$ cat src/cpu_pkg.sv
package cpu_pkg;

    localparam int xlen      = 32;
    localparam int rob_depth = 8;
    localparam int tag_w     = 3;
    localparam int rs_depth  = 4;
    localparam int iq_depth  = 4;

    localparam logic [31:0] reset_pc = 32'h0000_0000;

    localparam logic [6:0] op_reg = 7'b0110011;
    localparam logic [6:0] op_imm = 7'b0010011;
    localparam logic [6:0] op_lui = 7'b0110111;

    // pass forwards operand b, used by lui and unsupported opcodes
    typedef enum logic [3:0] {
        alu_add,
        alu_sub,
        alu_and,
        alu_or,
        alu_xor,
        alu_slt,
        alu_sltu,
        alu_sll,
        alu_srl,
        alu_sra,
        alu_pass
    } alu_op_e;

    typedef struct packed {
        logic [6:0] funct7;
        logic [4:0] rs2;
        logic [4:0] rs1;
        logic [2:0] funct3;
        logic [4:0] rd;
        logic [6:0] opcode;
    } r_view_t;

    typedef struct packed {
        logic [11:0] imm;
        logic [4:0]  rs1;
        logic [2:0]  funct3;
        logic [4:0]  rd;
        logic [6:0]  opcode;
    } i_view_t;

    typedef union packed {
        r_view_t r;
        i_view_t i;
    } inst_u;

    typedef struct packed {
        logic        cyc;
        logic        stb;
        logic [31:0] adr;
    } wb_req_t;

    typedef struct packed {
        logic [xlen-1:0] pc;
        inst_u           inst;
    } fetch_pkt_t;

    typedef struct packed {
        logic             valid;
        logic [tag_w-1:0] tag;
        logic [4:0]       rd;
        logic             writes;
        alu_op_e          op;
        logic [xlen-1:0]  src1_val;
        logic [tag_w-1:0] src1_tag;
        logic             src1_rdy;
        logic [xlen-1:0]  src2_val;
        logic [tag_w-1:0] src2_tag;
        logic             src2_rdy;
        logic [xlen-1:0]  pc;
    } dispatch_t;

    typedef struct packed {
        logic             valid;
        logic [tag_w-1:0] tag;
        alu_op_e          op;
        logic [xlen-1:0]  src_a;
        logic [xlen-1:0]  src_b;
    } issue_t;

    typedef struct packed {
        logic             valid;
        logic [tag_w-1:0] tag;
        logic [xlen-1:0]  data;
    } cdb_t;

    typedef struct packed {
        logic            valid;
        logic [xlen-1:0] pc;
        logic [4:0]      rd;
        logic            writes;
        logic [xlen-1:0] data;
    } commit_t;

    typedef struct packed {
        logic            done;
        logic [xlen-1:0] value;
    } rob_read_t;

endpackage

$ cat src/inst_queue.sv
module inst_queue
import cpu_pkg::*;
(
    input  logic       clk,
    input  logic       rst,
    input  logic       push_i,
    input  fetch_pkt_t pkt_i,
    input  logic       pop_i,
    output logic       full_o,
    output logic       valid_o,
    output fetch_pkt_t pkt_o
);

    fetch_pkt_t                    mem [iq_depth];
    logic [$clog2(iq_depth)-1:0]   head;
    logic [$clog2(iq_depth)-1:0]   tail;
    logic [$clog2(iq_depth):0]     count;

    assign full_o  = count == ($clog2(iq_depth) + 1)'(iq_depth);
    assign valid_o = count != '0;
    assign pkt_o   = mem[head];

    always_ff @(posedge clk) begin
        if (rst) begin
            head  <= '0;
            tail  <= '0;
            count <= '0;
        end else begin
            if (push_i) tail <= tail + 1'b1;
            if (pop_i) head <= head + 1'b1;
            case ({push_i, pop_i})
                2'b10:   count <= count + 1'b1;
                2'b01:   count <= count - 1'b1;
                default: ;
            endcase
        end
    end

    always_ff @(posedge clk) begin
        if (push_i) mem[tail] <= pkt_i;
    end

endmodule

$ cat config.mk
export PLATFORM = sky130hd
export DESIGN_NAME = inst_queue
export DESIGN_NICKNAME = d
export VERILOG_FILES = /design/src/cpu_pkg.sv /design/src/inst_queue.sv
export SDC_FILE = /design/constraint.sdc
export NUM_CORES = 1
export LEC_CHECK = 0
export BUFFER_PORTS_ARGS = -buffer_cell sky130_fd_sc_hd__buf_2
export CELL_PAD_IN_SITES_DETAIL_PLACEMENT = 1
export CELL_PAD_IN_SITES_GLOBAL_PLACEMENT = 1
export CORE_MARGIN = 8
export CORE_UTILIZATION = 25
export DETAILED_ROUTE_END_ITERATION = 10
export PLACE_DENSITY = 0.55
export SETUP_SLACK_MARGIN = 0.5
export SLEW_MARGIN = 20
export SYNTH_ARGS = -nofsm -noshare
export SYNTH_HDL_FRONTEND = slang
export SYNTH_SLANG_ARGS = --single-unit
$ cat constraint.sdc
create_clock -name clk -period 4.9 [get_ports clk]
set_clock_uncertainty 0.15 [all_clocks]
set_input_delay 0.98 -clock clk [delete_from_list [all_inputs] [get_ports clk]]
set_output_delay 0.98 -clock clk [all_outputs]
set_load 0.05 [all_outputs]
; Word-level counts from Yosys, hierarchy flattened
; Memories as Yosys holds them, arrays and structs flattened. A register that Yosys moved wholly into a read port is not among the register bits.
; Index checks and enable logic that the tools add are counted.
[classes]
eq_ne = 3
muxes = 5
n_reduce_logical = 2
n_addsub = 4
[op_table]
columns = op, n
row1 = $pmux W3 S2, 1
row2 = $add A2 B1 Y2 const B, 2
row3 = $mux W2, 2
row4 = $add A3 B1 Y3 const B, 1
row5 = $eq A3 B3 Y1 const B, 1
row6 = $reduce_bool A3 Y1, 1
row7 = $sub A3 B1 Y3 const B, 1
row8 = $eq A2 B1 Y1 const B, 1
row9 = $eq A2 B2 Y1 const B, 1
row10 = $mux W1, 2
row11 = $reduce_bool A2 Y1, 1
[word_totals]
mem_bits_rw = 256
output_inout_bits = 66
inputBits = 68
word_cells = 18
ff_bits = 7
mem_count = 1
[mem_list]
columns = name, words, width, read_ports, rd_ports_with_merged_regs, write_ports, line
row1 = mem, 4, 64, 1, 1, 1, inst_queue.sv:14  ; fetch_pkt_t mem [iq_depth];

; Logic depth before layout (Yosys ltp)
[depth]
ltp_word = 3
ltp_mapped = 7
depth_no_buf = 7

; Worst setup path before layout
; Ideal clock, no wire load.
[synth_timing]
path_type = input port to flip-flop
start = input push_i
end = memory mem[0][0] in the netlist's numbering (enable)
required_time_ps = 4321
slack_ps = 1835
path_buffers = 0
arrival_ps = 2487
stages = 1
setup_ps = 429
path_cell_list = and2_1
[synth_between]
elab_chain_cells = 2
[synth_rtl]
columns = element, line
row1 = "start, declared", inst_queue.sv:6  ; input logic push_i,
row2 = $mux W1, inst_queue.sv:40  ; if (push_i) mem[tail] <= pkt_i;
row3 = $mux W1 (not written as such), inst_queue.sv:40
row4 = "end, declared", inst_queue.sv:14
; No other way between the ends.

==> flow_summary.ini <==
[global_route]
antenna_found_initial = 3
grt_usage = 0.09130
grt-ovfl-total = 0
grt_pass1_vias = 5185
grt_max_degree = 65
grt_pass1_wl_um = 31480

[placement]
dpl-instance-area_mm2 = 0.01093
routabilityCongestion = 0.6759
place_hpwl_um = 12230
io_buffer_count = 133

[layout]
multiInputGateArea_mm2 = 0.001695
layout-drive-gt1-share = 0.4452
finalNetCount = 609
fillers = 3944
area_delta_synth_final_pct = 23.46
seq_area_mm2 = 0.007875
fin_area_mm2 = 0.01203
postLayoutCoreUtil = 0.3120
final_cell_mix = edfxtp_1, buf_2, mux4_2
final_common_cell = edfxtp_1

[hold_path]
hp-class = flip-flop to flip-flop

[sta]
slew_headroom = 0.3052
tns_ps = 0
hold_ws_ps = 376.0
rsz0062_at_grt = false
drv_slew = 0
hold_viol = 0
setup-violations-final = 0
fin_crit_sh = 0.7479
min_period_ps = 3665
tightest_slew_ps = 1042
fmax_mhz = 272.9

[detailed_routing]
routedWlPerCell_um = 19.31
viasPerCell = 4.086
met3_length_um = 1147
drtAntennaViolNets = 0
totalWireLength_um = 20780
drt-initial-drc-count = 141
wl_met1_um = 8236
drc = 0
met2RoutedLength_um = 10890
top_layer = met5
vias = 4397
first_pass_iters = 4

[outcome]
run_status = completed

[floorplan]
rows = 72
coreArea_mm2 = 0.03856
die_w_um = 213.4
dieHeight_um = 213.4
start_util = 0.2528
die-area_mm2 = 0.04556
io_pins = 134

[synth]
synth_edf_count = 256
yosysWarnings = 0
synth_ff_type = edfxtp_1
ys_seq_elements = 265
synthesis.nets = 455
avgSynthCellArea_um2 = 25.58
synthDistinctLibCells = 22
synth_cells = 381
synth_seq_area_share = 0.8073
netlist_area_mm2 = 0.009746
synthArstFlopShare = 0

[worst_setup_path]
cp-end-kind = primary output
arrival_ps = 2530
critical_path_class = flip-flop to primary output
worst_setup_path_start_kind = flip-flop
crit_required_ps = 3770
cp_max_fo = 39

[power]
ir_worst_vdd_mv = 0.2931
total_power_mw = 5.667
cellLeakagePower_nw = 3.990
p_per_area_mw_per_mm2 = 471.1

[job]
drv_cap = 0

[cts]
cts_buffer_depth = 3
cts_root_buf = clkbuf_16
clkLatencyLatePin_ps = 540
postCtsSetupRepairBufs = 0
clkSlewWorstSetupHoldPaths_ps = 60
numCtsBuffers = 29
cts_tree = yes
cts_max_level = 1
numClockSinks = 265
cts_hold_buf = 0
cts_resized = 0
==> cell type report <==
class | instances | share of cell area
well taps | 518 | 0.05387
multi-input cells | 95 | 0.1409
flip-flops and latches | 265 | 0.6545
repair buffers | 138 | 0.06427
diodes | 1 | 0.0002080
clock inverters | 13 | 0.01809
clock buffers | 40 | 0.06624
inverters | 6 | 0.001872
==> cell usage after synthesis, types with 2 or more instances <==
cell type  count  area, um^2
xnor2_1        2       17.52
buf_12         6       120.1
a21oi_1        2       10.01
mux4_1         4       105.1
or3_1          2       12.51
ha_1           5       62.56
mux4_2        60        1351
xor2_1         3       26.28
and2_1         4       25.02
nor2_1         8       30.03
edfxtp_1     256        7687
dfxtp_1        9       180.2
inv_1          6       22.52
buf_2          6       30.03
==> sequential cells by signal (all words and copies together) (netlist names), named ones only <==
register	count
tail	2
mem	256
count	3
head	2
==> per-layer routing <==
layer  vias up  GRT usage
met3        39    0.02251
met1      2328     0.1026
met5         -          0
li1       1927          -
met2        99     0.1666
met4         4    0.03238
==> kinds of logic (layout without fill, tap and decap cells) <==
| logic type | after synthesis | in the layout | share of synthesized area |
|---|---|---|---|
| flip-flops | 265 | 265 | 0.8073 |
| multiplexers | 65 | 65 | 0.1505 |
| buffers and inverters | 21 | 197 | 0.01977 |
| AND/OR/NAND/NOR | 16 | 16 | 0.007959 |
| adder cells (fa/ha/maj) | 6 | 6 | 0.008474 |
| XOR/XNOR | 5 | 5 | 0.004494 |
| AO/OA/AOI/OAI | 3 | 3 | 0.001540 |
| other | 0 | 1 | 0 |
==> where the power goes <==
group          internal (mW)  switching, mW  total, mW
Clock                   1.45          0.846       2.29
Combinational          0.220          0.496      0.716
Sequential              2.60         0.0589       2.66
==> critical path, stage by stage, from the launching register on <==
cell and delay, ps:
dfxtp_4 710, buf_12 380, mux4_1 590, buf_2 230
==> path summary, 6_finish.rpt <==
path | slack [ps] | from | endpoint | cells past startpoint
setup / recovery | 1240 | flip-flop | pkt_o[47] | 3
hold / removal | 380 | count[2]$_SDFFE_PP0P_ | count[2]$_SDFFE_PP0P_ | 2
setup reg to reg | 3020 | tail[0]$_SDFFE_PP0P_ | mem[3][11]$_DFFE_PP_ | 3
hold reg to reg | 380 | count[2]$_SDFFE_PP0P_ | count[2]$_SDFFE_PP0P_ | 2
==> metrics by stage <==
stage	std cells	setup slack [ps]
final	1076	1235
after global routing	1075	1001
after CTS	1071	1117
after detailed placement	1018	1721
after global placement	1018	1729
after floorplan	381	1835
(Power assumes the default switching activity.)
