### config.mk
export PLATFORM = sky130hd
export DESIGN_NAME = reservation_station
export DESIGN_NICKNAME = d
export VERILOG_FILES = /design/src/cpu_pkg.sv /design/src/reservation_station.sv
export SDC_FILE = /design/constraint.sdc
export NUM_CORES = 1
export LEC_CHECK = 0
export ABC_AREA = 1
export BUFFER_PORTS_ARGS = -buffer_cell sky130_fd_sc_hd__clkbuf_2
export CAP_MARGIN = 15
export CORE_MARGIN = 4
export CORE_UTILIZATION = 50
export CTS_CLUSTER_DIAMETER = 50
export DETAILED_ROUTE_END_ITERATION = 7
export PLACE_DENSITY = 0.77
export REMOVE_ABC_BUFFERS = 1
export SLEW_MARGIN = 15
export SYNTH_ARGS = -nofsm -noshare
export SYNTH_HDL_FRONTEND = slang
export SYNTH_SLANG_ARGS = --single-unit
export TNS_END_PERCENT = 10
### constraint.sdc
create_clock -name clk -period 10.17 [get_ports clk]
set_input_delay 0.5085 -clock clk [delete_from_list [all_inputs] [get_ports clk]]
set_output_delay 0.5085 -clock clk [all_outputs]
set_load 0.01 [all_outputs]
### src/cpu_pkg.sv
package cpu_pkg;

    localparam int xlen      = 32;
    localparam int rob_depth = 8;
    localparam int tag_w     = 3;
    localparam int rs_depth  = 4;
    localparam int iq_depth  = 4;

    localparam logic [31:0] reset_pc = 32'h0000_0000;

    localparam logic [6:0] op_reg = 7'b0110011;
    localparam logic [6:0] op_imm = 7'b0010011;
    localparam logic [6:0] op_lui = 7'b0110111;

    // pass forwards operand b, used by lui and unsupported opcodes
    typedef enum logic [3:0] {
        alu_add,
        alu_sub,
        alu_and,
        alu_or,
        alu_xor,
        alu_slt,
        alu_sltu,
        alu_sll,
        alu_srl,
        alu_sra,
        alu_pass
    } alu_op_e;

    typedef struct packed {
        logic [6:0] funct7;
        logic [4:0] rs2;
        logic [4:0] rs1;
        logic [2:0] funct3;
        logic [4:0] rd;
        logic [6:0] opcode;
    } r_view_t;

    typedef struct packed {
        logic [11:0] imm;
        logic [4:0]  rs1;
        logic [2:0]  funct3;
        logic [4:0]  rd;
        logic [6:0]  opcode;
    } i_view_t;

    typedef union packed {
        r_view_t r;
        i_view_t i;
    } inst_u;

    typedef struct packed {
        logic        cyc;
        logic        stb;
        logic [31:0] adr;
    } wb_req_t;

    typedef struct packed {
        logic [xlen-1:0] pc;
        inst_u           inst;
    } fetch_pkt_t;

    typedef struct packed {
        logic             valid;
        logic [tag_w-1:0] tag;
        logic [4:0]       rd;
        logic             writes;
        alu_op_e          op;
        logic [xlen-1:0]  src1_val;
        logic [tag_w-1:0] src1_tag;
        logic             src1_rdy;
        logic [xlen-1:0]  src2_val;
        logic [tag_w-1:0] src2_tag;
        logic             src2_rdy;
        logic [xlen-1:0]  pc;
    } dispatch_t;

    typedef struct packed {
        logic             valid;
        logic [tag_w-1:0] tag;
        alu_op_e          op;
        logic [xlen-1:0]  src_a;
        logic [xlen-1:0]  src_b;
    } issue_t;

    typedef struct packed {
        logic             valid;
        logic [tag_w-1:0] tag;
        logic [xlen-1:0]  data;
    } cdb_t;

    typedef struct packed {
        logic            valid;
        logic [xlen-1:0] pc;
        logic [4:0]      rd;
        logic            writes;
        logic [xlen-1:0] data;
    } commit_t;

    typedef struct packed {
        logic            done;
        logic [xlen-1:0] value;
    } rob_read_t;

endpackage

### src/reservation_station.sv
module reservation_station
import cpu_pkg::*;
(
    input  logic      clk,
    input  logic      rst,
    input  dispatch_t disp_i,
    input  cdb_t      cdb_i,
    output logic      full_o,
    output issue_t    issue_o
);

    dispatch_t             ent [rs_depth];
    logic [rs_depth-1:0]   ent_valid;
    // older[j][i] set when entry j was written before entry i
    logic [rs_depth-1:0]   older [rs_depth];
    logic [rs_depth-1:0]   ready;
    logic [rs_depth-1:0]   free_oh;
    logic [rs_depth-1:0]   pick_oh;

    assign full_o = &ent_valid;

    always_comb begin
        free_oh = '0;
        pick_oh = '0;
        issue_o = '0;
        for (int i = 0; i < rs_depth; i++) begin
            ready[i] = ent_valid[i] && ent[i].src1_rdy && ent[i].src2_rdy;
        end
        for (int i = 0; i < rs_depth; i++) begin
            if (!ent_valid[i] && free_oh == '0) free_oh[i] = 1'b1;
            pick_oh[i] = ready[i];
            for (int j = 0; j < rs_depth; j++) begin
                if (ready[j] && older[j][i]) pick_oh[i] = 1'b0;
            end
            if (pick_oh[i]) begin
                issue_o.valid = 1'b1;
                issue_o.tag   = ent[i].tag;
                issue_o.op    = ent[i].op;
                issue_o.src_a = ent[i].src1_val;
                issue_o.src_b = ent[i].src2_val;
            end
        end
    end

    always_ff @(posedge clk) begin
        if (rst) begin
            ent_valid <= '0;
        end else begin
            for (int i = 0; i < rs_depth; i++) begin
                if (pick_oh[i]) ent_valid[i] <= 1'b0;
                if (disp_i.valid && free_oh[i]) ent_valid[i] <= 1'b1;
            end
        end
    end

    // operand capture from the cdb and age tracking
    always_ff @(posedge clk) begin
        for (int i = 0; i < rs_depth; i++) begin
            if (cdb_i.valid && !ent[i].src1_rdy && ent[i].src1_tag == cdb_i.tag) begin
                ent[i].src1_val <= cdb_i.data;
                ent[i].src1_rdy <= 1'b1;
            end
            if (cdb_i.valid && !ent[i].src2_rdy && ent[i].src2_tag == cdb_i.tag) begin
                ent[i].src2_val <= cdb_i.data;
                ent[i].src2_rdy <= 1'b1;
            end
            if (disp_i.valid && free_oh[i]) begin
                ent[i]   <= disp_i;
                older[i] <= '0;
                for (int j = 0; j < rs_depth; j++) older[j][i] <= j != i;
            end
        end
    end

endmodule

# Yosys cells after proc, flatten, opt, wreduce, memory -nomap -nowiden
# Memory sizes are Yosys's and may differ from the RTL's.
# Index checks and enable logic that the tools add are counted.
# classes
n_eq_ne,8
mux,88
reduce_logical,65
bitwise,32
# op_table
op,count
72-bit two-way mux,4
32-bit two-way mux,8
1-bit two-way mux,76
1-bit logical AND,47
1-bit OR,32
3-bit equality test,8
1-bit logical NOT,11
2-bit nonzero test,4
4-bit AND reduction,1
3-bit logical NOT,1
2-bit logical NOT,1
# totals
in_bits,156
out_inout_bits,73
ff_bits,4
memories,2
word_cells,199
ram_bits,488
# mem_list
name,words,word_bits,rd,rd_clocked_by_memory_dff,write_ports,line,source
ent,4,118,4,0,4,reservation_station.sv:12,dispatch_t ent [rs_depth];
older,4,4,4,0,4,reservation_station.sv:15,logic [rs_depth-1:0] older [rs_depth];

# Logic depth before layout (Yosys ltp)
# depth
word_depth,13
depth_mapped,11
depth_no_buf,10

# Worst setup path before layout
# OpenSTA, ideal clock, no wires.
# synth_timing
kind,input -> register
start,input cdb_i[32] in the netlist's numbering
end,memory ent[2][100] in the netlist's numbering (enable)
t_required_ns,9.655
path_stages,3
setup_slack_ns,5.201
setup_time_ns,0.515
path_buffers,1
t_arrival_ns,4.454
path_cell_list,clkbuf_1 -> xor2_1 -> o41ai_1
# synth_lines
element,line,source
start: declaration,reservation_station.sv:7,"input cdb_t cdb_i,"
end: declaration,reservation_station.sv:12,

==> run_results.csv <==
group,metric,value,unit
cells_and_area,final_layout_size_suffix_gt1_share,16.2,%
power,ir_drop,0.000136,V
sta,rsz0062_at_grt,"false",
yosys,async_flop_share,0,%
clock_network,postCtsSetupBuffers,0,
yosys,synthCells,1616,
clock_network,path_clk_slew,0.06,ns
sta,period_minus_slack,4.49,ns
power,p_per_area,176,nW/um^2
sta,drv_slew,0,
cells_and_area,diodes,0,
worst_setup_path,cp-start-kind,"flip-flop",
floorplanning,die_area,34200,um^2
worst_setup_path,cp.required,9.66,ns
place,place_area,16800,um^2
clock_network,cts-buffers-inserted,38,
worst_setup_path,critPathCaptureType,"output pin",
clock_network,insertion_delay,0.52,ns
sta,setup_viol_count_final,0,
sta,max_freq,223,MHz
cells_and_area,layout_commonest_cell,"nand2_1",
route,ant_nets,0,
sta,max_slew_margin,19.7,%
route,wl_per_cell,19.1,um
outcome,status,"finished, final reports clean",
clock_network,cts-hold-fix-buffers,0,
worst_setup_path,worstPathArrival,3.98,ns
cells_and_area,design_area,18000,um^2
worst_setup_path,reg2regPathDepth,8,
route,vias_per_cell,5.74,
yosys,ys_seq_area_share,63.0,%
cells_and_area,fin_nets,1917,
yosys,yosysWarnings,0,
min_path,hold_path_class,"in -> reg",
yosys,synth_cell_types,33,
worst_setup_path,r2r-start,"ent_valid[0]$_SDFFE_PP0P_",
global_routing,grt_pass1_vias,12393,
clock_network,cts_resized,0,
clock_network,cts.sinks,332,
min_path,hold_depth,1,
global_routing,overflow,0,
clock_network,htree_levels,2,
min_path,min_to,"ent[2][33]$_DFFE_PN_",
yosys,synth_top_flop_cell,"edfxtp_1",
cells_and_area,fillCellCount,2551,
floorplanning,design.core.area,30700,um^2
yosys,synth_edf_count,321,
route,first_pass_iters,5,
place,gp_congestion,0.825,
sta,hold_viol,0,
yosys,synth.avg_cell_area,9.68,um^2
route,drtIter0Drc,1143,
power,leakage,0.00754,uW
global_routing,antenna_found_initial,1,
global_routing,grt_pass1_wl,63500,um
clock_network,cts_root_buf,"clkbuf_16",
route,drc,0,
cells_and_area,syn_to_final_growth,15.2,%
cells_and_area,layout_common_cells,"nand2_1, edfxtp_1, o21ai_0",
route,dr_total_vias,12541,
yosys,ys_ff_latch,332,
floorplanning,rows,64,
worst_setup_path,r2r_end,"ent[2][90]$_DFFE_PP_",
sta,clock-skew-final,0.0178,ns
route,drt-total-wl,41700,um
yosys,synth_area,15600,um^2
sta,tns,0,ns
worst_setup_path,crit_type,"reg -> out",
floorplanning,die_w,185,um
sta,tightest_slew,1.21,ns
min_path,hp-start,"disp_i[33]",
global_routing,grt_max_degree,106,
floorplanning,ios,229,
worst_setup_path,rrSetupSlack,6.98,ns
clock_network,tritoncts,"built",
global_routing,track_usage,23.9,%
clock_network,cts_max_path_buffers,3,
flow_run,max_cap_violations,0,
floorplanning,initial_core_util,50.9,%
place,dp_hpwl,24200,um
cells_and_area,postLayoutCoreUtil,58.6,%
sta,min_period_over_period,44.2,%
floorplanning,die-height,185,um
place,io_buffers,190,
worst_setup_path,worstPathMaxFanout,72,
worst max-delay path, stage by stage, from the launching register on:
cell	delay [ns]
edfxtp_1	0.46
nand3_1	0.20
nor2_1	0.05
nor2_1	0.17
nand2_4	0.53
inv_2	0.72
buf_4	0.62
a21oi_1	0.08
a21oi_1	0.40
clkbuf_2	0.21
kinds of logic after synthesis:
| family | Yosys count | synth area share, % |
|---|---|---|
| AO/OA/AOI/OAI | 489 | 15.9 |
| flip-flops | 332 | 63.0 |
| AND/OR/NAND/NOR | 516 | 13.4 |
| buffers and inverters | 271 | 7.21 |
| XOR/XNOR | 8 | 0.448 |
registers in the layout, indices dropped and copies added (netlist names):
signal and cells:
ent 316, older 12, ent_valid 4
where the power goes:
group | internal [uW] | total [uW] | switching (uW) | leakage [uW]
sequential | 1570 | 1580 | 14.7 | 0.00304
clock | 765 | 1300 | 535 | 0.000573
combinational | 87.4 | 281 | 193 | 0.00393
cells in the mapped netlist (all sizes together) (2+ instances only):
| library cell | instances | share of area, % |
|---|---|---|
| nand2 | 324 | 7.8 |
| edfxtp | 321 | 62 |
| o21ai | 262 | 8.4 |
| a21oi | 216 | 6.9 |
| inv | 166 | 4.0 |
| nor2 | 106 | 2.7 |
| nand3 | 77 | 2.5 |
| clkbuf | 55 | 1.3 |
| buf | 49 | 1.9 |
| dfxtp | 11 | 1.4 |
| xor2 | 7 | 0.39 |
| nand4 | 5 | 0.20 |
| o41ai | 4 | 0.22 |
| o31ai | 3 | 0.14 |
| or2 | 3 | 0.12 |
| o2111ai | 2 | 0.11 |
final cells by class:
cell class	count	area, um^2	area share (%)
flip-flops and latches	332	9860	54.7
multi-input cells	1013	4760	26.4
repair buffers	209	1090	6.07
clock buffers	50	1030	5.70
inverters	167	631	3.50
well taps	396	495	2.75
clock inverters	18	154	0.854
worst max-delay path by stage:
| stage | slack [ns] | cells after the start | start | end |
|---|---|---|---|---|
| after floorplan | 5.38 | 3 | cdb_i[33] | ent[0][100]$_DFFE_PP_ |
| after global placement | 6.28 | 9 | ent[0][68]$_SDFFCE_PN1P_ | issue_o[3] |
| after detailed placement | 6.22 | 9 | ent[0][68]$_SDFFCE_PN1P_ | issue_o[3] |
| after CTS | 5.66 | 9 | ent[0][68]$_SDFFCE_PN1P_ | issue_o[3] |
| after global routing | 5.44 | 9 | ent[0][68]$_SDFFCE_PN1P_ | issue_o[10] |
| final | 5.68 | 9 | ent[0][68]$_SDFFCE_PN1P_ | issue_o[10] |
routing by layer:
metal | global-route usage, % | part of all wire [%]
met4 | 8.95 | 3.1
met1 | 30.3 | 39
met2 | 41.7 | 49
met3 | 3.55 | 8.5
met5 | 0 | 0.034
stage by stage:
step	cells	power, uW	worst slack [ns]	hold slack [ns]
after floorplan	1512	1770	5.38	0.428
after global placement	2117	1880	6.28	0.442
after detailed placement	2117	1890	6.22	0.446
after CTS	2185	3170	5.66	0.194
after global routing	2185	3270	5.44	0.204
final	2185	3170	5.68	0.208
(Power assumes the default switching activity.)
