### src/cpu_pkg.sv
package cpu_pkg;

    localparam int xlen      = 32;
    localparam int rob_depth = 8;
    localparam int tag_w     = 3;
    localparam int rs_depth  = 4;
    localparam int iq_depth  = 4;

    localparam logic [31:0] reset_pc = 32'h0000_0000;

    localparam logic [6:0] op_reg = 7'b0110011;
    localparam logic [6:0] op_imm = 7'b0010011;
    localparam logic [6:0] op_lui = 7'b0110111;

    // pass forwards operand b, used by lui and unsupported opcodes
    typedef enum logic [3:0] {
        alu_add,
        alu_sub,
        alu_and,
        alu_or,
        alu_xor,
        alu_slt,
        alu_sltu,
        alu_sll,
        alu_srl,
        alu_sra,
        alu_pass
    } alu_op_e;

    typedef struct packed {
        logic [6:0] funct7;
        logic [4:0] rs2;
        logic [4:0] rs1;
        logic [2:0] funct3;
        logic [4:0] rd;
        logic [6:0] opcode;
    } r_view_t;

    typedef struct packed {
        logic [11:0] imm;
        logic [4:0]  rs1;
        logic [2:0]  funct3;
        logic [4:0]  rd;
        logic [6:0]  opcode;
    } i_view_t;

    typedef union packed {
        r_view_t r;
        i_view_t i;
    } inst_u;

    typedef struct packed {
        logic        cyc;
        logic        stb;
        logic [31:0] adr;
    } wb_req_t;

    typedef struct packed {
        logic [xlen-1:0] pc;
        inst_u           inst;
    } fetch_pkt_t;

    typedef struct packed {
        logic             valid;
        logic [tag_w-1:0] tag;
        logic [4:0]       rd;
        logic             writes;
        alu_op_e          op;
        logic [xlen-1:0]  src1_val;
        logic [tag_w-1:0] src1_tag;
        logic             src1_rdy;
        logic [xlen-1:0]  src2_val;
        logic [tag_w-1:0] src2_tag;
        logic             src2_rdy;
        logic [xlen-1:0]  pc;
    } dispatch_t;

    typedef struct packed {
        logic             valid;
        logic [tag_w-1:0] tag;
        alu_op_e          op;
        logic [xlen-1:0]  src_a;
        logic [xlen-1:0]  src_b;
    } issue_t;

    typedef struct packed {
        logic             valid;
        logic [tag_w-1:0] tag;
        logic [xlen-1:0]  data;
    } cdb_t;

    typedef struct packed {
        logic            valid;
        logic [xlen-1:0] pc;
        logic [4:0]      rd;
        logic            writes;
        logic [xlen-1:0] data;
    } commit_t;

    typedef struct packed {
        logic            done;
        logic [xlen-1:0] value;
    } rob_read_t;

endpackage

### src/rob.sv
module rob
import cpu_pkg::*;
(
    input  logic             clk,
    input  logic             rst,
    input  logic             alloc_i,
    input  logic [4:0]       alloc_rd_i,
    input  logic             alloc_writes_i,
    input  logic [xlen-1:0]  alloc_pc_i,
    input  logic [tag_w-1:0] src1_tag_i,
    input  logic [tag_w-1:0] src2_tag_i,
    input  cdb_t             cdb_i,
    output logic             full_o,
    output logic [tag_w-1:0] tag_o,
    output rob_read_t        src1_o,
    output rob_read_t        src2_o,
    output commit_t          commit_o
);

    logic [rob_depth-1:0] done_q;
    logic [rob_depth-1:0] writes_q;
    logic [xlen-1:0]      value_q [rob_depth];
    logic [xlen-1:0]      pc_q    [rob_depth];
    logic [4:0]           rd_q    [rob_depth];
    logic [tag_w-1:0]     head;
    logic [tag_w-1:0]     tail;
    logic [tag_w:0]       count;
    logic                 retire;

    // operand lookup with same-cycle cdb bypass
    function automatic rob_read_t read_entry(input logic [tag_w-1:0] tag);
        rob_read_t r;
        r.done  = done_q[tag];
        r.value = value_q[tag];
        if (cdb_i.valid && cdb_i.tag == tag) begin
            r.done  = 1'b1;
            r.value = cdb_i.data;
        end
        return r;
    endfunction

    assign full_o = count == (tag_w + 1)'(rob_depth);
    assign tag_o  = tail;
    assign src1_o = read_entry(src1_tag_i);
    assign src2_o = read_entry(src2_tag_i);
    assign retire = count != '0 && done_q[head];

    assign commit_o.valid  = retire;
    assign commit_o.pc     = pc_q[head];
    assign commit_o.rd     = rd_q[head];
    assign commit_o.writes = writes_q[head];
    assign commit_o.data   = value_q[head];

    always_ff @(posedge clk) begin
        if (rst) begin
            head   <= '0;
            tail   <= '0;
            count  <= '0;
            done_q <= '0;
        end else begin
            if (cdb_i.valid) done_q[cdb_i.tag] <= 1'b1;
            if (alloc_i) begin
                done_q[tail] <= 1'b0;
                tail         <= tail + 1'b1;
            end
            if (retire) head <= head + 1'b1;
            case ({alloc_i, retire})
                2'b10:   count <= count + 1'b1;
                2'b01:   count <= count - 1'b1;
                default: ;
            endcase
        end
    end

    always_ff @(posedge clk) begin
        if (cdb_i.valid) value_q[cdb_i.tag] <= cdb_i.data;
        if (alloc_i) begin
            pc_q[tail]     <= alloc_pc_i;
            rd_q[tail]     <= alloc_rd_i;
            writes_q[tail] <= alloc_writes_i;
        end
    end

endmodule

### config.mk
export PLATFORM = sky130hd
export DESIGN_NAME = rob
export DESIGN_NICKNAME = d
export VERILOG_FILES = /design/src/cpu_pkg.sv /design/src/rob.sv
export SDC_FILE = /design/constraint.sdc
export NUM_CORES = 1
export LEC_CHECK = 0
export BUFFER_PORTS_ARGS = -buffer_cell sky130_fd_sc_hd__buf_2
export CORE_ASPECT_RATIO = 0.75
export CORE_UTILIZATION = 32
export CTS_BUF_LIST = sky130_fd_sc_hd__clkbuf_4 sky130_fd_sc_hd__clkbuf_8
export CTS_CLUSTER_SIZE = 28
export DETAILED_ROUTE_END_ITERATION = 8
export PLACE_DENSITY = 0.48
export SLEW_MARGIN = 0
export SYNTH_ARGS = -nofsm -noshare
export SYNTH_HDL_FRONTEND = slang
export SYNTH_SLANG_ARGS = --single-unit
### constraint.sdc
create_clock -name clk -period 3.6 [get_ports clk]
set_input_delay 0.36 -clock clk [delete_from_list [all_inputs] [get_ports clk]]
set_output_delay 0.36 -clock clk [all_outputs]
set_load 0.005 [all_outputs]
======== Word level (Yosys, flattened, before mapping) ========
Memory sizes are Yosys's and may differ from the RTL's. A register that Yosys moved wholly into a read port is not among the register bits.
Cells that the tools add are included.
storage, ports and cells
  register bits after elaboration ......... 26
  memory bits (writable) .................. 552
  memory bits (read-only) ................. 0
  memories ................................ 3
  input bits .............................. 83
  latch bits .............................. 0
  logic and storage cells ................. 63
cells by class
  add/subtract/negate cells ............... 4
  reduce and logical (&&, ||, !) cells .... 7
  shifts and indexed selects .............. 0
  $lt $le $gt $ge ......................... 7
  div/mod/pow operators ................... 0
  eq/ne operators ......................... 5
  multiplexer cells ....................... 29
  bitwise gates (word level) .............. 3
  $mul .................................... 0
memory list
  memory   words  width  rd ports  clocked after memory_dff  wr ports  line       RTL
  pc_q     8      32     1         1                         1         rob.sv:23  logic [xlen-1:0] pc_q [rob_depth];
  value_q  8      32     3         1                         1         rob.sv:22  logic [xlen-1:0] value_q [rob_depth];
  rd_q     8      5      1         1                         1         rob.sv:24  logic [4:0] rd_q [rob_depth];
operators with widths
  kind                   count
  $mux W33               2
  $mux W8                3
  $lt A3 B4 Y1 const B   5
  $mux W3                6
  $bmux W1 S3            4
  $mux W1                10
  $and A8 B8 Y8          1
  $bwmux W8              1
  $not A8 Y8             1
  $or A8 B8 Y8           1
  $pmux W4 S2            1
  $add A3 B1 Y3 const B  2
  $demux W1 S3           2
  $eq A3 B3 Y1           2
  $ge A3 B1 Y1 const B   2
  $logic_and A1 B1 Y1    5
  $add A4 B1 Y4 const B  1
  $eq A4 B4 Y1 const B   1
  $reduce_bool A4 Y1     1
  $sub A4 B1 Y4 const B  1
  $eq A2 B1 Y1 const B   1
  $eq A2 B2 Y1 const B   1
  $reduce_bool A2 Y1     1

======== Longest topological paths before layout ========
  depth in word-level cells ............... 9
  gate-level depth with buffers ........... 11
  gate-level depth less buffers ........... 10

======== Worst setup path after synthesis ========
Ideal clock, no wire load.
  path type ............................... flip-flop to flip-flop
  start point ............................. register tail[0], in the netlist tag_o[0]
  end point ............................... memory pc_q[0][0], enable pin
  cell stages (with the launch flop) ...... 3
  library setup time ...................... 0.483 ns
  arrival ................................. 3.203 ns
  slack ................................... -0.086 ns
  required time ........................... 3.117 ns
  path through ............................ dfxtp_1 nand2b_1 nor3_1
RTL lines
  element                 line       RTL
  from (decl)             rob.sv:26  logic [tag_w-1:0] tail;
  from (signal assigned)  rob.sv:64  tail <= tail + 1'b1;
  to (decl)               rob.sv:23
Straight into the memory's write port.

==> results.json <==
{
  "status": "complete, no violations",
  "final.setup.tns_ns": 0,
  "timing.critical_path.arrival_ns": 2.83,
  "insertion_delay_ns": 0.71,
  "postSynthRegisterBits": 581,
  "first_global_vias": 15525,
  "crit_path_start_kind": "flop",
  "finalNetCount": 1753,
  "post-synth-top-count-cell": "sky130_fd_sc_hd__edfxtp_1",
  "cts_made_buffers": 96,
  "drt_pass1_iterations": 4,
  "routed_via_density": 5.08,
  "synth_edf_count": 560,
  "hp-class": "primary input to flop",
  "cp_max_fo": 35,
  "netlist_top_cells_area": "sky130_fd_sc_hd__edfxtp_1 63%, sky130_fd_sc_hd__mux4_2 23%, sky130_fd_sc_hd__mux2_2 3.1%, sky130_fd_sc_hd__mux2i_1 2.7%, sky130_fd_sc_hd__dfxtp_1 1.6%",
  "gp_routability_congestion": 0.736,
  "core_area_um2": 82300,
  "synth_seq_area_share_pct": 64.7,
  "yosysTopAreaCell": "sky130_fd_sc_hd__edfxtp_1",
  "fmaxAchievable_ghz": 0.314,
  "wirelength_mm": 69.8,
  "clk_tree_root_cell": "sky130_fd_sc_hd__clkbuf_8",
  "core.rowCount": 91,
  "grt_first_pass_wirelength_mm": 103,
  "path_clk_slew_ns": 0.06,
  "place.detailed.hpwl_mm": 39.2,
  "finalHoldViolCount": 0,
  "overflow_left_after_global_routing": 0,
  "cellPowerDensity_nw_per_um2": 458,
  "drt_drc_violations_left": 0,
  "cap_viol_max_count": 0,
  "final_cell_count_no_fill": 2843,
  "max-clock-path-buffers": 3,
  "postSynthAreaPerCell_um2": 20.1,
  "start_util_pct": 32.3,
  "synthesis.instances": 1326,
  "pin_count": 224,
  "timing.setup.critical_path_class": "flop to output pin",
  "asr_flop_ratio_synth_pct": 0,
  "cts_tree": "built",
  "synth-warning-count": 0,
  "clock_tree.htree_level_count": 3,
  "synth_top_flop_cell": "sky130_fd_sc_hd__edfxtp_1",
  "grt_max_degree": 75,
  "drv_slew": 0,
  "area_growth_syn_to_layout_pct": 19.3,
  "die_area_um2": 84400,
  "syn_area_um2": 26600,
  "place.detailed.instances": 2611,
  "setup_viol_count_final": 0,
  "first_iter_violations": 1036,
  "fillerInstances": 7451,
  "final.min_clock_period_ns": 3.19,
  "grt_util_all_layers_pct": 16.7,
  "route.antenna.remaining_nets": 0,
  "drive_above_1_share_pct": 45.0,
  "ys_top_cells_by_count": "560 x sky130_fd_sc_hd__edfxtp_1, 272 x sky130_fd_sc_hd__mux4_2, 90 x sky130_fd_sc_hd__nor2_1",
  "grt_setup_unrepaired": "no",
  "numClockSinks": 581,
  "finClkSkew_ns": 0.0397,
  "power_after_layout_uw": 14500,
  "synth_cell_type_count": 37,
  "number_of_antenna_violations_at_the_first_check_in_global_routing": 1,
  "endpoint_kind": "output pin",
  "synth_top_cell_area_share_pct": 63.2,
  "layout_worst_path_cycle_share_pct": 88.5,
  "postSynthNetCount": 1414,
  "routedWlPerCell_um": 24.5,
  "numPortBuffers": 223,
  "ir_drop_v": 0.000310,
  "cp.required_ns": 3.24,
  "worst-slew-pin-transition_ns": 0.894,
  "height_of_the_die_um": 252,
  "floorplan.die.width_um": 335,
  "static-leakage-power_uw": 0.0104,
  "timing.slew.headroom_pct": 40.4,
  "total_number_of_vias": 14452
}
where the power goes:
part	leakage, uW	switching [uW]	internal [uW]
clock network	0.000938	2660	2850
logic	0.00417	682	652
registers	0.00526	89.9	7600
placed cells by master (no fill, tap or decap), drive strengths merged, types with 2 or more instances in the layout:
cell	n
nand4	2
nand2b	7
nor2	90
buf	267
clkinv	23
xnor2	6
inv	6
edfxtp	560
mux2	76
nor2b	4
o21ai	4
clkbuf	131
or3	2
ha	5
mux2i	71
xor2	4
a21oi	69
nor3	13
dlygate4sd3	72
mux4	272
dfxtp	21
nand2	8
repair_timing:
item | 4_1_cts | 5_1_grt
gates resized for setup | 0 | 0
hold buffers | 72 | 0
endpoints found under the hold margin | 565 | 0
buffers inserted | 0 | 0
state kept, by name (all words and copies together), names as in the netlist, named ones only:
signal	flops
rd_q	40
done_q	8
writes_q	8
pc_q	256
head	3
tag_o	3
value_q	256
count	4
cell type report:
class	instances	area [um2]	area share, %
diodes	1	2.50	0.00788
clock buffers	131	1580	4.99
clock inverters	28	185	0.583
inverters	2	7.51	0.0236
multi-input cells	645	8950	28.2
flip-flops and latches	581	17200	54.3
well taps	1116	1400	4.40
repair buffers	339	2390	7.52
worst paths after layout:
check / startpoint / endpoint / slack [ns] / cells past startpoint
max: flop / commit_o[50] / 0.41 / 4
min: cdb_i[34] / value_q[0][15]$_DFFE_PP_ / 0.38 / 3
max reg2reg: head[0]$_SDFFE_PP0N_ / count[2]$_SDFFE_PP0P_ / 0.83 / 10
min reg2reg: tag_o[0]$_SDFFE_PP0P_ / tag_o[0]$_SDFFE_PP0P_ / 0.52 / 2
cells by family after synthesis:
family	after synthesis	share of synthesized area [%]
XOR/XNOR	10	0.329
adder cells (fa/ha/maj)	5	0.235
flip-flops	581	64.7
AO/OA/AOI/OAI	78	1.52
multiplexers	419	28.9
buffers and inverters	100	2.08
AND/OR/NAND/NOR	133	2.19
per-layer routing:
| metal | global-route usage (%) | vias up | routed length, um |
|---|---|---|---|
| li1 | - | 6303 | - |
| met1 | 22.9 | 7653 | 31100 |
| met5 | 0 | - | 0 |
| met3 | 2.79 | 124 | 2910 |
| met4 | 5.69 | 0 | 1860 |
| met2 | 27.0 | 372 | 34000 |
worst max-delay path, cell delays in order, from the launching register on:
cell	delay, ns
sky130_fd_sc_hd__dfxtp_4	0.75
sky130_fd_sc_hd__buf_12	0.36
sky130_fd_sc_hd__mux4_2	0.56
sky130_fd_sc_hd__mux2_2	0.29
sky130_fd_sc_hd__buf_2	0.14
per-stage QoR:
step	cell area [um2]	worst slack (ns)	util (%)	hold WS, ns
finish	31800	0.412	38.6	0.382
global route	31800	0.191	38.6	0.336
CTS	31800	0.229	38.6	0.291
detailed placement	29300	0.803	35.6	0.520
global placement	29300	0.858	35.6	0.509
floorplan	26600	0.291	-	0.459
Note: power is estimated with default switching activity, not from simulation.
