<file path="config.mk">
export PLATFORM = sky130hd
export DESIGN_NAME = decode_rename
export DESIGN_NICKNAME = d
export VERILOG_FILES = /design/src/cpu_pkg.sv /design/src/decode_rename.sv
export SDC_FILE = /design/constraint.sdc
export NUM_CORES = 2
export LEC_CHECK = 0
export ABC_AREA = 1
export BUFFER_PORTS_ARGS = -buffer_cell sky130_fd_sc_hd__buf_2
export CAP_MARGIN = 25
export CORE_MARGIN = 2
export CORE_UTILIZATION = 35
export DETAILED_ROUTE_END_ITERATION = 10
export HOLD_SLACK_MARGIN = 0.08
export SLEW_MARGIN = 20
export SYNTH_ARGS = -nofsm -noshare
export SYNTH_HDL_FRONTEND = slang
export SYNTH_SLANG_ARGS = --single-unit
export TNS_END_PERCENT = 50
</file>
<file path="constraint.sdc">
create_clock -name clk -period 6.25 [get_ports clk]
set_input_delay 0.3125 -clock clk [delete_from_list [all_inputs] [get_ports clk]]
set_output_delay 0.3125 -clock clk [all_outputs]
set_load 0.02 [all_outputs]
</file>
<file path="src/cpu_pkg.sv">
package cpu_pkg;

    localparam int xlen      = 32;
    localparam int rob_depth = 8;
    localparam int tag_w     = 3;
    localparam int rs_depth  = 4;
    localparam int iq_depth  = 4;

    localparam logic [31:0] reset_pc = 32'h0000_0000;

    localparam logic [6:0] op_reg = 7'b0110011;
    localparam logic [6:0] op_imm = 7'b0010011;
    localparam logic [6:0] op_lui = 7'b0110111;

    // pass forwards operand b, used by lui and unsupported opcodes
    typedef enum logic [3:0] {
        alu_add,
        alu_sub,
        alu_and,
        alu_or,
        alu_xor,
        alu_slt,
        alu_sltu,
        alu_sll,
        alu_srl,
        alu_sra,
        alu_pass
    } alu_op_e;

    typedef struct packed {
        logic [6:0] funct7;
        logic [4:0] rs2;
        logic [4:0] rs1;
        logic [2:0] funct3;
        logic [4:0] rd;
        logic [6:0] opcode;
    } r_view_t;

    typedef struct packed {
        logic [11:0] imm;
        logic [4:0]  rs1;
        logic [2:0]  funct3;
        logic [4:0]  rd;
        logic [6:0]  opcode;
    } i_view_t;

    typedef union packed {
        r_view_t r;
        i_view_t i;
    } inst_u;

    typedef struct packed {
        logic        cyc;
        logic        stb;
        logic [31:0] adr;
    } wb_req_t;

    typedef struct packed {
        logic [xlen-1:0] pc;
        inst_u           inst;
    } fetch_pkt_t;

    typedef struct packed {
        logic             valid;
        logic [tag_w-1:0] tag;
        logic [4:0]       rd;
        logic             writes;
        alu_op_e          op;
        logic [xlen-1:0]  src1_val;
        logic [tag_w-1:0] src1_tag;
        logic             src1_rdy;
        logic [xlen-1:0]  src2_val;
        logic [tag_w-1:0] src2_tag;
        logic             src2_rdy;
        logic [xlen-1:0]  pc;
    } dispatch_t;

    typedef struct packed {
        logic             valid;
        logic [tag_w-1:0] tag;
        alu_op_e          op;
        logic [xlen-1:0]  src_a;
        logic [xlen-1:0]  src_b;
    } issue_t;

    typedef struct packed {
        logic             valid;
        logic [tag_w-1:0] tag;
        logic [xlen-1:0]  data;
    } cdb_t;

    typedef struct packed {
        logic            valid;
        logic [xlen-1:0] pc;
        logic [4:0]      rd;
        logic            writes;
        logic [xlen-1:0] data;
    } commit_t;

    typedef struct packed {
        logic            done;
        logic [xlen-1:0] value;
    } rob_read_t;

endpackage

</file>
<file path="src/decode_rename.sv">
module decode_rename
import cpu_pkg::*;
(
    input  logic             clk,
    input  logic             rst,
    input  logic             valid_i,
    input  fetch_pkt_t       pkt_i,
    input  logic             rob_full_i,
    input  logic [tag_w-1:0] rob_tag_i,
    input  rob_read_t        src1_i,
    input  rob_read_t        src2_i,
    input  logic             rs_full_i,
    input  commit_t          commit_i,
    output logic             pop_o,
    output logic             alloc_o,
    output logic [4:0]       alloc_rd_o,
    output logic             alloc_writes_o,
    output logic [xlen-1:0]  alloc_pc_o,
    output logic [tag_w-1:0] src1_tag_o,
    output logic [tag_w-1:0] src2_tag_o,
    output dispatch_t        disp_o
);

    inst_u            ins;
    alu_op_e          op;
    logic [xlen-1:0]  imm;
    logic             use_imm;
    logic             writes;
    logic [31:0]      rat_valid;
    logic [tag_w-1:0] rat_tag [32];
    logic [xlen-1:0]  regfile [32];
    // mirrors the rob head, the tag of the next commit
    logic [tag_w-1:0] commit_tag;

    assign ins = pkt_i.inst;

    always_comb begin
        op      = alu_pass;
        use_imm = 1'b1;
        writes  = 1'b0;
        imm     = '0;
        case (ins.r.opcode)
            op_reg, op_imm: begin
                writes  = 1'b1;
                use_imm = ins.r.opcode == op_imm;
                imm     = {{20{ins.i.imm[11]}}, ins.i.imm};
                case (ins.r.funct3)
                    3'b000:  op = (!use_imm && ins.r.funct7[5]) ? alu_sub : alu_add;
                    3'b001:  op = alu_sll;
                    3'b010:  op = alu_slt;
                    3'b011:  op = alu_sltu;
                    3'b100:  op = alu_xor;
                    3'b101:  op = ins.r.funct7[5] ? alu_sra : alu_srl;
                    3'b110:  op = alu_or;
                    default: op = alu_and;
                endcase
            end
            op_lui: begin
                writes = 1'b1;
                imm    = {ins.r.funct7, ins.r.rs2, ins.r.rs1, ins.r.funct3, 12'h000};
            end
            default: ;
        endcase
    end

    assign pop_o          = valid_i && !rob_full_i && !rs_full_i;
    assign alloc_o        = pop_o;
    assign alloc_rd_o     = ins.r.rd;
    assign alloc_writes_o = writes && ins.r.rd != 5'd0;
    assign alloc_pc_o     = pkt_i.pc;
    assign src1_tag_o     = rat_tag[ins.r.rs1];
    assign src2_tag_o     = rat_tag[ins.r.rs2];

    always_comb begin
        disp_o          = '0;
        disp_o.valid    = pop_o;
        disp_o.tag      = rob_tag_i;
        disp_o.rd       = ins.r.rd;
        disp_o.writes   = alloc_writes_o;
        disp_o.op       = op;
        disp_o.pc       = pkt_i.pc;
        // unmapped reads the register file, mapped waits on the rob
        disp_o.src1_tag = src1_tag_o;
        disp_o.src1_rdy = !rat_valid[ins.r.rs1] || src1_i.done || op == alu_pass;
        disp_o.src1_val = rat_valid[ins.r.rs1] ? src1_i.value : regfile[ins.r.rs1];
        disp_o.src2_tag = src2_tag_o;
        disp_o.src2_rdy = !rat_valid[ins.r.rs2] || src2_i.done || use_imm;
        disp_o.src2_val = rat_valid[ins.r.rs2] ? src2_i.value : regfile[ins.r.rs2];
        if (use_imm) disp_o.src2_val = imm;
    end

    always_ff @(posedge clk) begin
        if (rst) begin
            rat_valid  <= '0;
            commit_tag <= '0;
            for (int i = 0; i < 32; i++) regfile[i] <= '0;
        end else begin
            if (commit_i.valid) begin
                commit_tag <= commit_tag + 1'b1;
                if (commit_i.writes) begin
                    regfile[commit_i.rd] <= commit_i.data;
                    if (rat_tag[commit_i.rd] == commit_tag) rat_valid[commit_i.rd] <= 1'b0;
                end
            end
            // a new mapping wins over a clear in the same cycle
            if (alloc_o && alloc_writes_o) rat_valid[ins.r.rd] <= 1'b1;
        end
    end

    always_ff @(posedge clk) begin
        if (alloc_o && alloc_writes_o) rat_tag[ins.r.rd] <= rob_tag_i;
    end

endmodule

</file>
### Word level (Yosys, flattened, before mapping)

Memory sizes are Yosys's and may differ from the RTL's.
Cells that the tools add are included.

| word-level totals | value |
|---|---|
| memories kept | 2 |
| output and inout bits | 164 |
| register bits | 35 |
| bits in writable memories | 1,120 |
| word-level logic and storage cells | 80 |
| input port bits | 209 |

Memories:

| memory | depth | bits a word | rd ports | clocked after memory_dff | write ports | RTL line | source |
|---|---|---|---|---|---|---|---|
| regfile | 32 | 32 | 2 | 0 | 32 | decode_rename.sv:31 | `logic [xlen-1:0] regfile [32];` |
| rat_tag | 32 | 3 | 3 | 0 | 1 | decode_rename.sv:30 | `logic [tag_w-1:0] rat_tag [32];` |

| cells by class | value |
|---|---|
| multiplexer cells | 34 |
| bitwise gates (word level) | 3 |
| add/sub/neg operators | 1 |
| equality and inequality tests | 11 |
| order comparisons | 6 |
| reductions and logical operators | 21 |

Operators with widths:

| cell | number |
|---|---|
| two-way mux 32 bit | 9 |
| one-hot mux 32 bit (2 select lines) | 1 |
| AND 32 bit | 1 |
| inverter 32 bit | 1 |
| OR 32 bit | 1 |
| OR reduction 32 bit | 1 |
| one-hot mux 4 bit (7 select lines) | 1 |
| less-than comparator 5 x 6 -> 1 bit (second input constant) | 4 |
| two-way mux 1 bit | 17 |
| == test 7 x 6 -> 1 bit (second input constant) | 2 |
| binary-select mux 1 bit (select 5 bit) | 2 |
| demux 1 bit (select 5 bit) | 2 |
| greater-or-equal comparator 5 x 1 -> 1 bit (second input constant) | 2 |
| == test 3 bit (second input constant) | 3 |
| == test 7 x 5 -> 1 bit (second input constant) | 1 |
| logical AND 1 bit | 7 |
| == test 3 x 2 -> 1 bit (second input constant) | 2 |
| logical NOT 1 bit | 5 |
| two-way mux 5 bit | 1 |
| nonzero test 5 bit | 1 |
| == test 4 bit (second input constant) | 1 |
| logical OR 1 bit | 4 |
| two-way mux 4 bit | 1 |
| adder 3 x 1 -> 3 bit (second input constant) | 1 |
| other kinds (5) | 5 |

### Longest topological paths before layout

| logic depth | value |
|---|---|
| word-level depth | 12 |
| gate-level depth with buffers | 16 |
| depth with buffers taken out | 14 |

### Least setup slack after synthesis

OpenSTA, ideal clock, no wires.

| timing | value |
|---|---|
| kind | input to register |
| from | input port commit_i[34] (netlist name) |
| to | memory regfile[2][0] (enable) |
| cell stages on the path | 6 |
| slack | 2.365 ns |
| data arrival time | 3.419 ns |
| data required time | 5.784 ns |
| setup time | 0.466 ns |
| path through | buf_2 inv_1 nor2_2 nand2_1 clkbuf_1 o21ai_0 |

RTL lines:

| element | RTL line | source |
|---|---|---|
| start: declaration | decode_rename.sv:13 | `input commit_t commit_i,` |
| end: declaration | decode_rename.sv:31 |  |

==> flow_summary.ini <==
[global_routing]
overflow = 0
grt_pass1_vias = 55500
grt_max_degree = 292
busiest_layer = met2
antenna_found_initial = 11
grt_use_met2 = 0.406
gr-usage-all-layers = 0.267
grtUsageMet1 = 0.338
grt_pass1_wl_mm = 372
grtUsageMet3 = 0.0532

[place]
dp_hpwl_mm = 151
gp_congestion = 0.939
place_worst_setup_slack_ns = 1.91
port_buffers = 244

[timing]
setup-violations-final = 0
final_hold_viol_count = 0
final_max_slew_viol_count = 0
layout_setup_ws_ns = 1.69
skew_ns = 0.0266
finalCritPeriodShare = 0.729
slew_headroom = 0.173
worst_pin_slew_ns = 1.23
fmax_ghz = 0.219
timing.final.crit_period_ns = 4.56
tns_ns = 0
rsz0062_at_grt = no

[routing]
num_vias = 59600
drtAntennaViolNets = 0
routed_wl_mm = 261
drt-initial-drc-count = 9455
route.detailed.drc = 0
viasPerCell = 5.94
detail_route.first_pass.iterations = 9
wl_per_cell_um = 26.0

[layout]
final_common_cell = nor2_1
final_cell_mix = nor2_1, edfxtp_1, o21ai_0
drive_gt1_frac = 0.0921
syn_to_final_growth_pct = 10.3
seqCellArea_um2 = 34300
fillers = 18300
layout.nets = 7657
multi_input_area_um2 = 25000

[power]
p_leak_uw = 0.0264
vdd_drop_max_mv = 0.245
power.density_nw_per_um2 = 266

[clock_network]
cts_buffer_depth = 3
cts_htree_levels = 3
clock-sinks = 1155
clockRootBuffer = clkbuf_16
cts_made_buffers = 119
clk_pin_slew_worst_paths_ns = 0.07
cts_tree = built
post_cts_resized = 0
clk_latency_ns = 0.76

[critical_path]
path_class = primary input to output pin
path_cells = buf_8 -> buf_4 -> o21ai_1 -> o221ai_1 -> nand3_1 -> nand3_1 -> nand2_2 -> buf_4 -> o21ai_1 -> nand2_1 -> nand2_1 -> nand2_1 -> buf_2
critical-path-top-delay-family = buffers and inverters
slowest_stage = buf_4
crit_buf_inv = 4
required_ns = 5.94
rr_startpoint = rat_tag[20][2]
setup.worst_path.end_class = output pin
reg2reg_slack_ns = 3.71
cp_common_cell = nand2_1
max_stage_delay_ns = 0.68
start_kind = primary input
worstReg2RegEnd = rat_valid[25]
crit_fanout = 84
cp.arrival_ns = 4.25
reg2reg_depth = 13

[yosys]
postSynthCellCount = 7721
netlist_area_um2 = 64900
synth_edf_count = 1120
synth-seq-cells = 1155
synth.avg_cell_area_um2 = 8.41
synth_warnings = 0
ys_types = 40
ys.flop_type = edfxtp_1
async_flop_share = 0
yosysSeqAreaShare = 0.529

[min_path]
whs_endpoint = rat_valid[20]
min_path_type = primary input to flip-flop
min_path_cells = 5
worstHoldStart = pkt_i[7]

[floorplanning]
core.rowCount = 158
die-area_um2 = 189000
fp.dieW_um = 435
io_pins = 373
dieHeight_um = 435
start_util = 0.351
core_area_um2 = 185000

[run_status]
outcome = finished clean

[run]
drv_cap = 0
-- power by group --
part	internal [uW]	switching, uW
Sequential	8840	146
Combinational	669	2050
Clock	4130	3200
-- registers in the layout (all words and copies together), names as in the netlist --
name        flops
commit_tag      3
regfile      1024
rat_valid      32
rat_tag        96
-- stage by stage --
stage | cell area [um^2] | hold WS (ns) | power [uW] | std cells | util
floorplan | 64900 | 0.411 | 10800 | 7723 | -
global placement | 67100 | 0.452 | 11700 | 9778 | 0.363
detailed placement | 67500 | 0.462 | 11800 | 9796 | 0.365
CTS | 71500 | 0.0995 | 19000 | 10000 | 0.387
global route | 71600 | 0.160 | 19500 | 10000 | 0.387
finish | 71600 | 0.155 | 19000 | 10000 | 0.387
-- area by class of cell --
class / instances / share of cell area
Antenna cell: 7 / 0.000245
Clock buffer: 150 / 0.0438
Clock inverter: 74 / 0.0110
Inverter: 506 / 0.0270
Multi-Input combinational cell: 5233 / 0.349
Sequential cell: 1155 / 0.480
Tap cell: 2480 / 0.0433
Timing Repair Buffer: 432 / 0.0455
-- cells in the mapped netlist, types with 2 or more instances --
master    count  area, um^2
a32oi_1       4        35.0
buf_6        34         383
buf_2       135         676
o21ai_0     938        4690
clkbuf_1    459        1720
nand3_1     438        2190
o22ai_1      10        62.6
nor3_1       11        55.1
nor2_1     1472        5530
nand2_2       2        12.5
a31oi_1       8        50.1
o211ai_1    381        2860
buf_4       113         848
nand4_1      36         225
o21ai_1     354        1770
nor2_2        9        56.3
a21oi_1     861        4310
edfxtp_1   1120       33600
nand2_1     669        2510
inv_1       494        1850
inv_2        10        37.5
buf_1        87         327
dfxtp_1      35         701
o221ai_1     25         219
-- per-layer routing --
| metal | routed length (um) | vias up |
|---|---|---|
| li1 | - | 26200 |
| met1 | 95500 | 28500 |
| met2 | 115000 | 4027 |
| met3 | 29700 | 849 |
| met4 | 21000 | 6 |
| met5 | 44 | - |
-- what timing repair did --
item	CTS	global route
hold buffers	7	0
hold endpoints to repair	17	0
setup buffers	0	0
setup endpoints to repair	0	0
-- how the worst max path moves through the flow --
| stage | start | endpoint | slack [ns] | depth (start not counted) |
|---|---|---|---|---|
| 2_1_floorplan | commit_i[34] | regfile[2][0] | 2.37 | 6 |
| 3_3_place_gp | pkt_i[20] | disp_o[48] | 1.90 | 13 |
| 3_5_place_dp | pkt_i[20] | disp_o[50] | 1.91 | 13 |
| 4_1_cts | pkt_i[20] | disp_o[50] | 1.91 | 13 |
| 5_1_grt | pkt_i[20] | disp_o[39] | 1.69 | 11 |
| 6_report | pkt_i[20] | disp_o[50] | 1.69 | 13 |
-- tightest hold or removal path: stages --
cell and delay (ns):
buf_2 0.17, nor2_1 0.06, buf_4 0.19, nand2_1 0.08
a21oi_1 0.06
-- kinds of logic after synthesis --
logic type | after synthesis | share of synthesized area
buffers and inverters | 1335 | 0.0905
other | 1 | 0.0000578
AND/OR/NAND/NOR | 2643 | 0.164
adder cells (fa/ha/maj) | 1 | 0.000193
AO/OA/AOI/OAI | 2585 | 0.216
XOR/XNOR | 1 | 0.000135
flip-flops | 1155 | 0.529
Note: power is estimated with default switching activity, not from simulation.
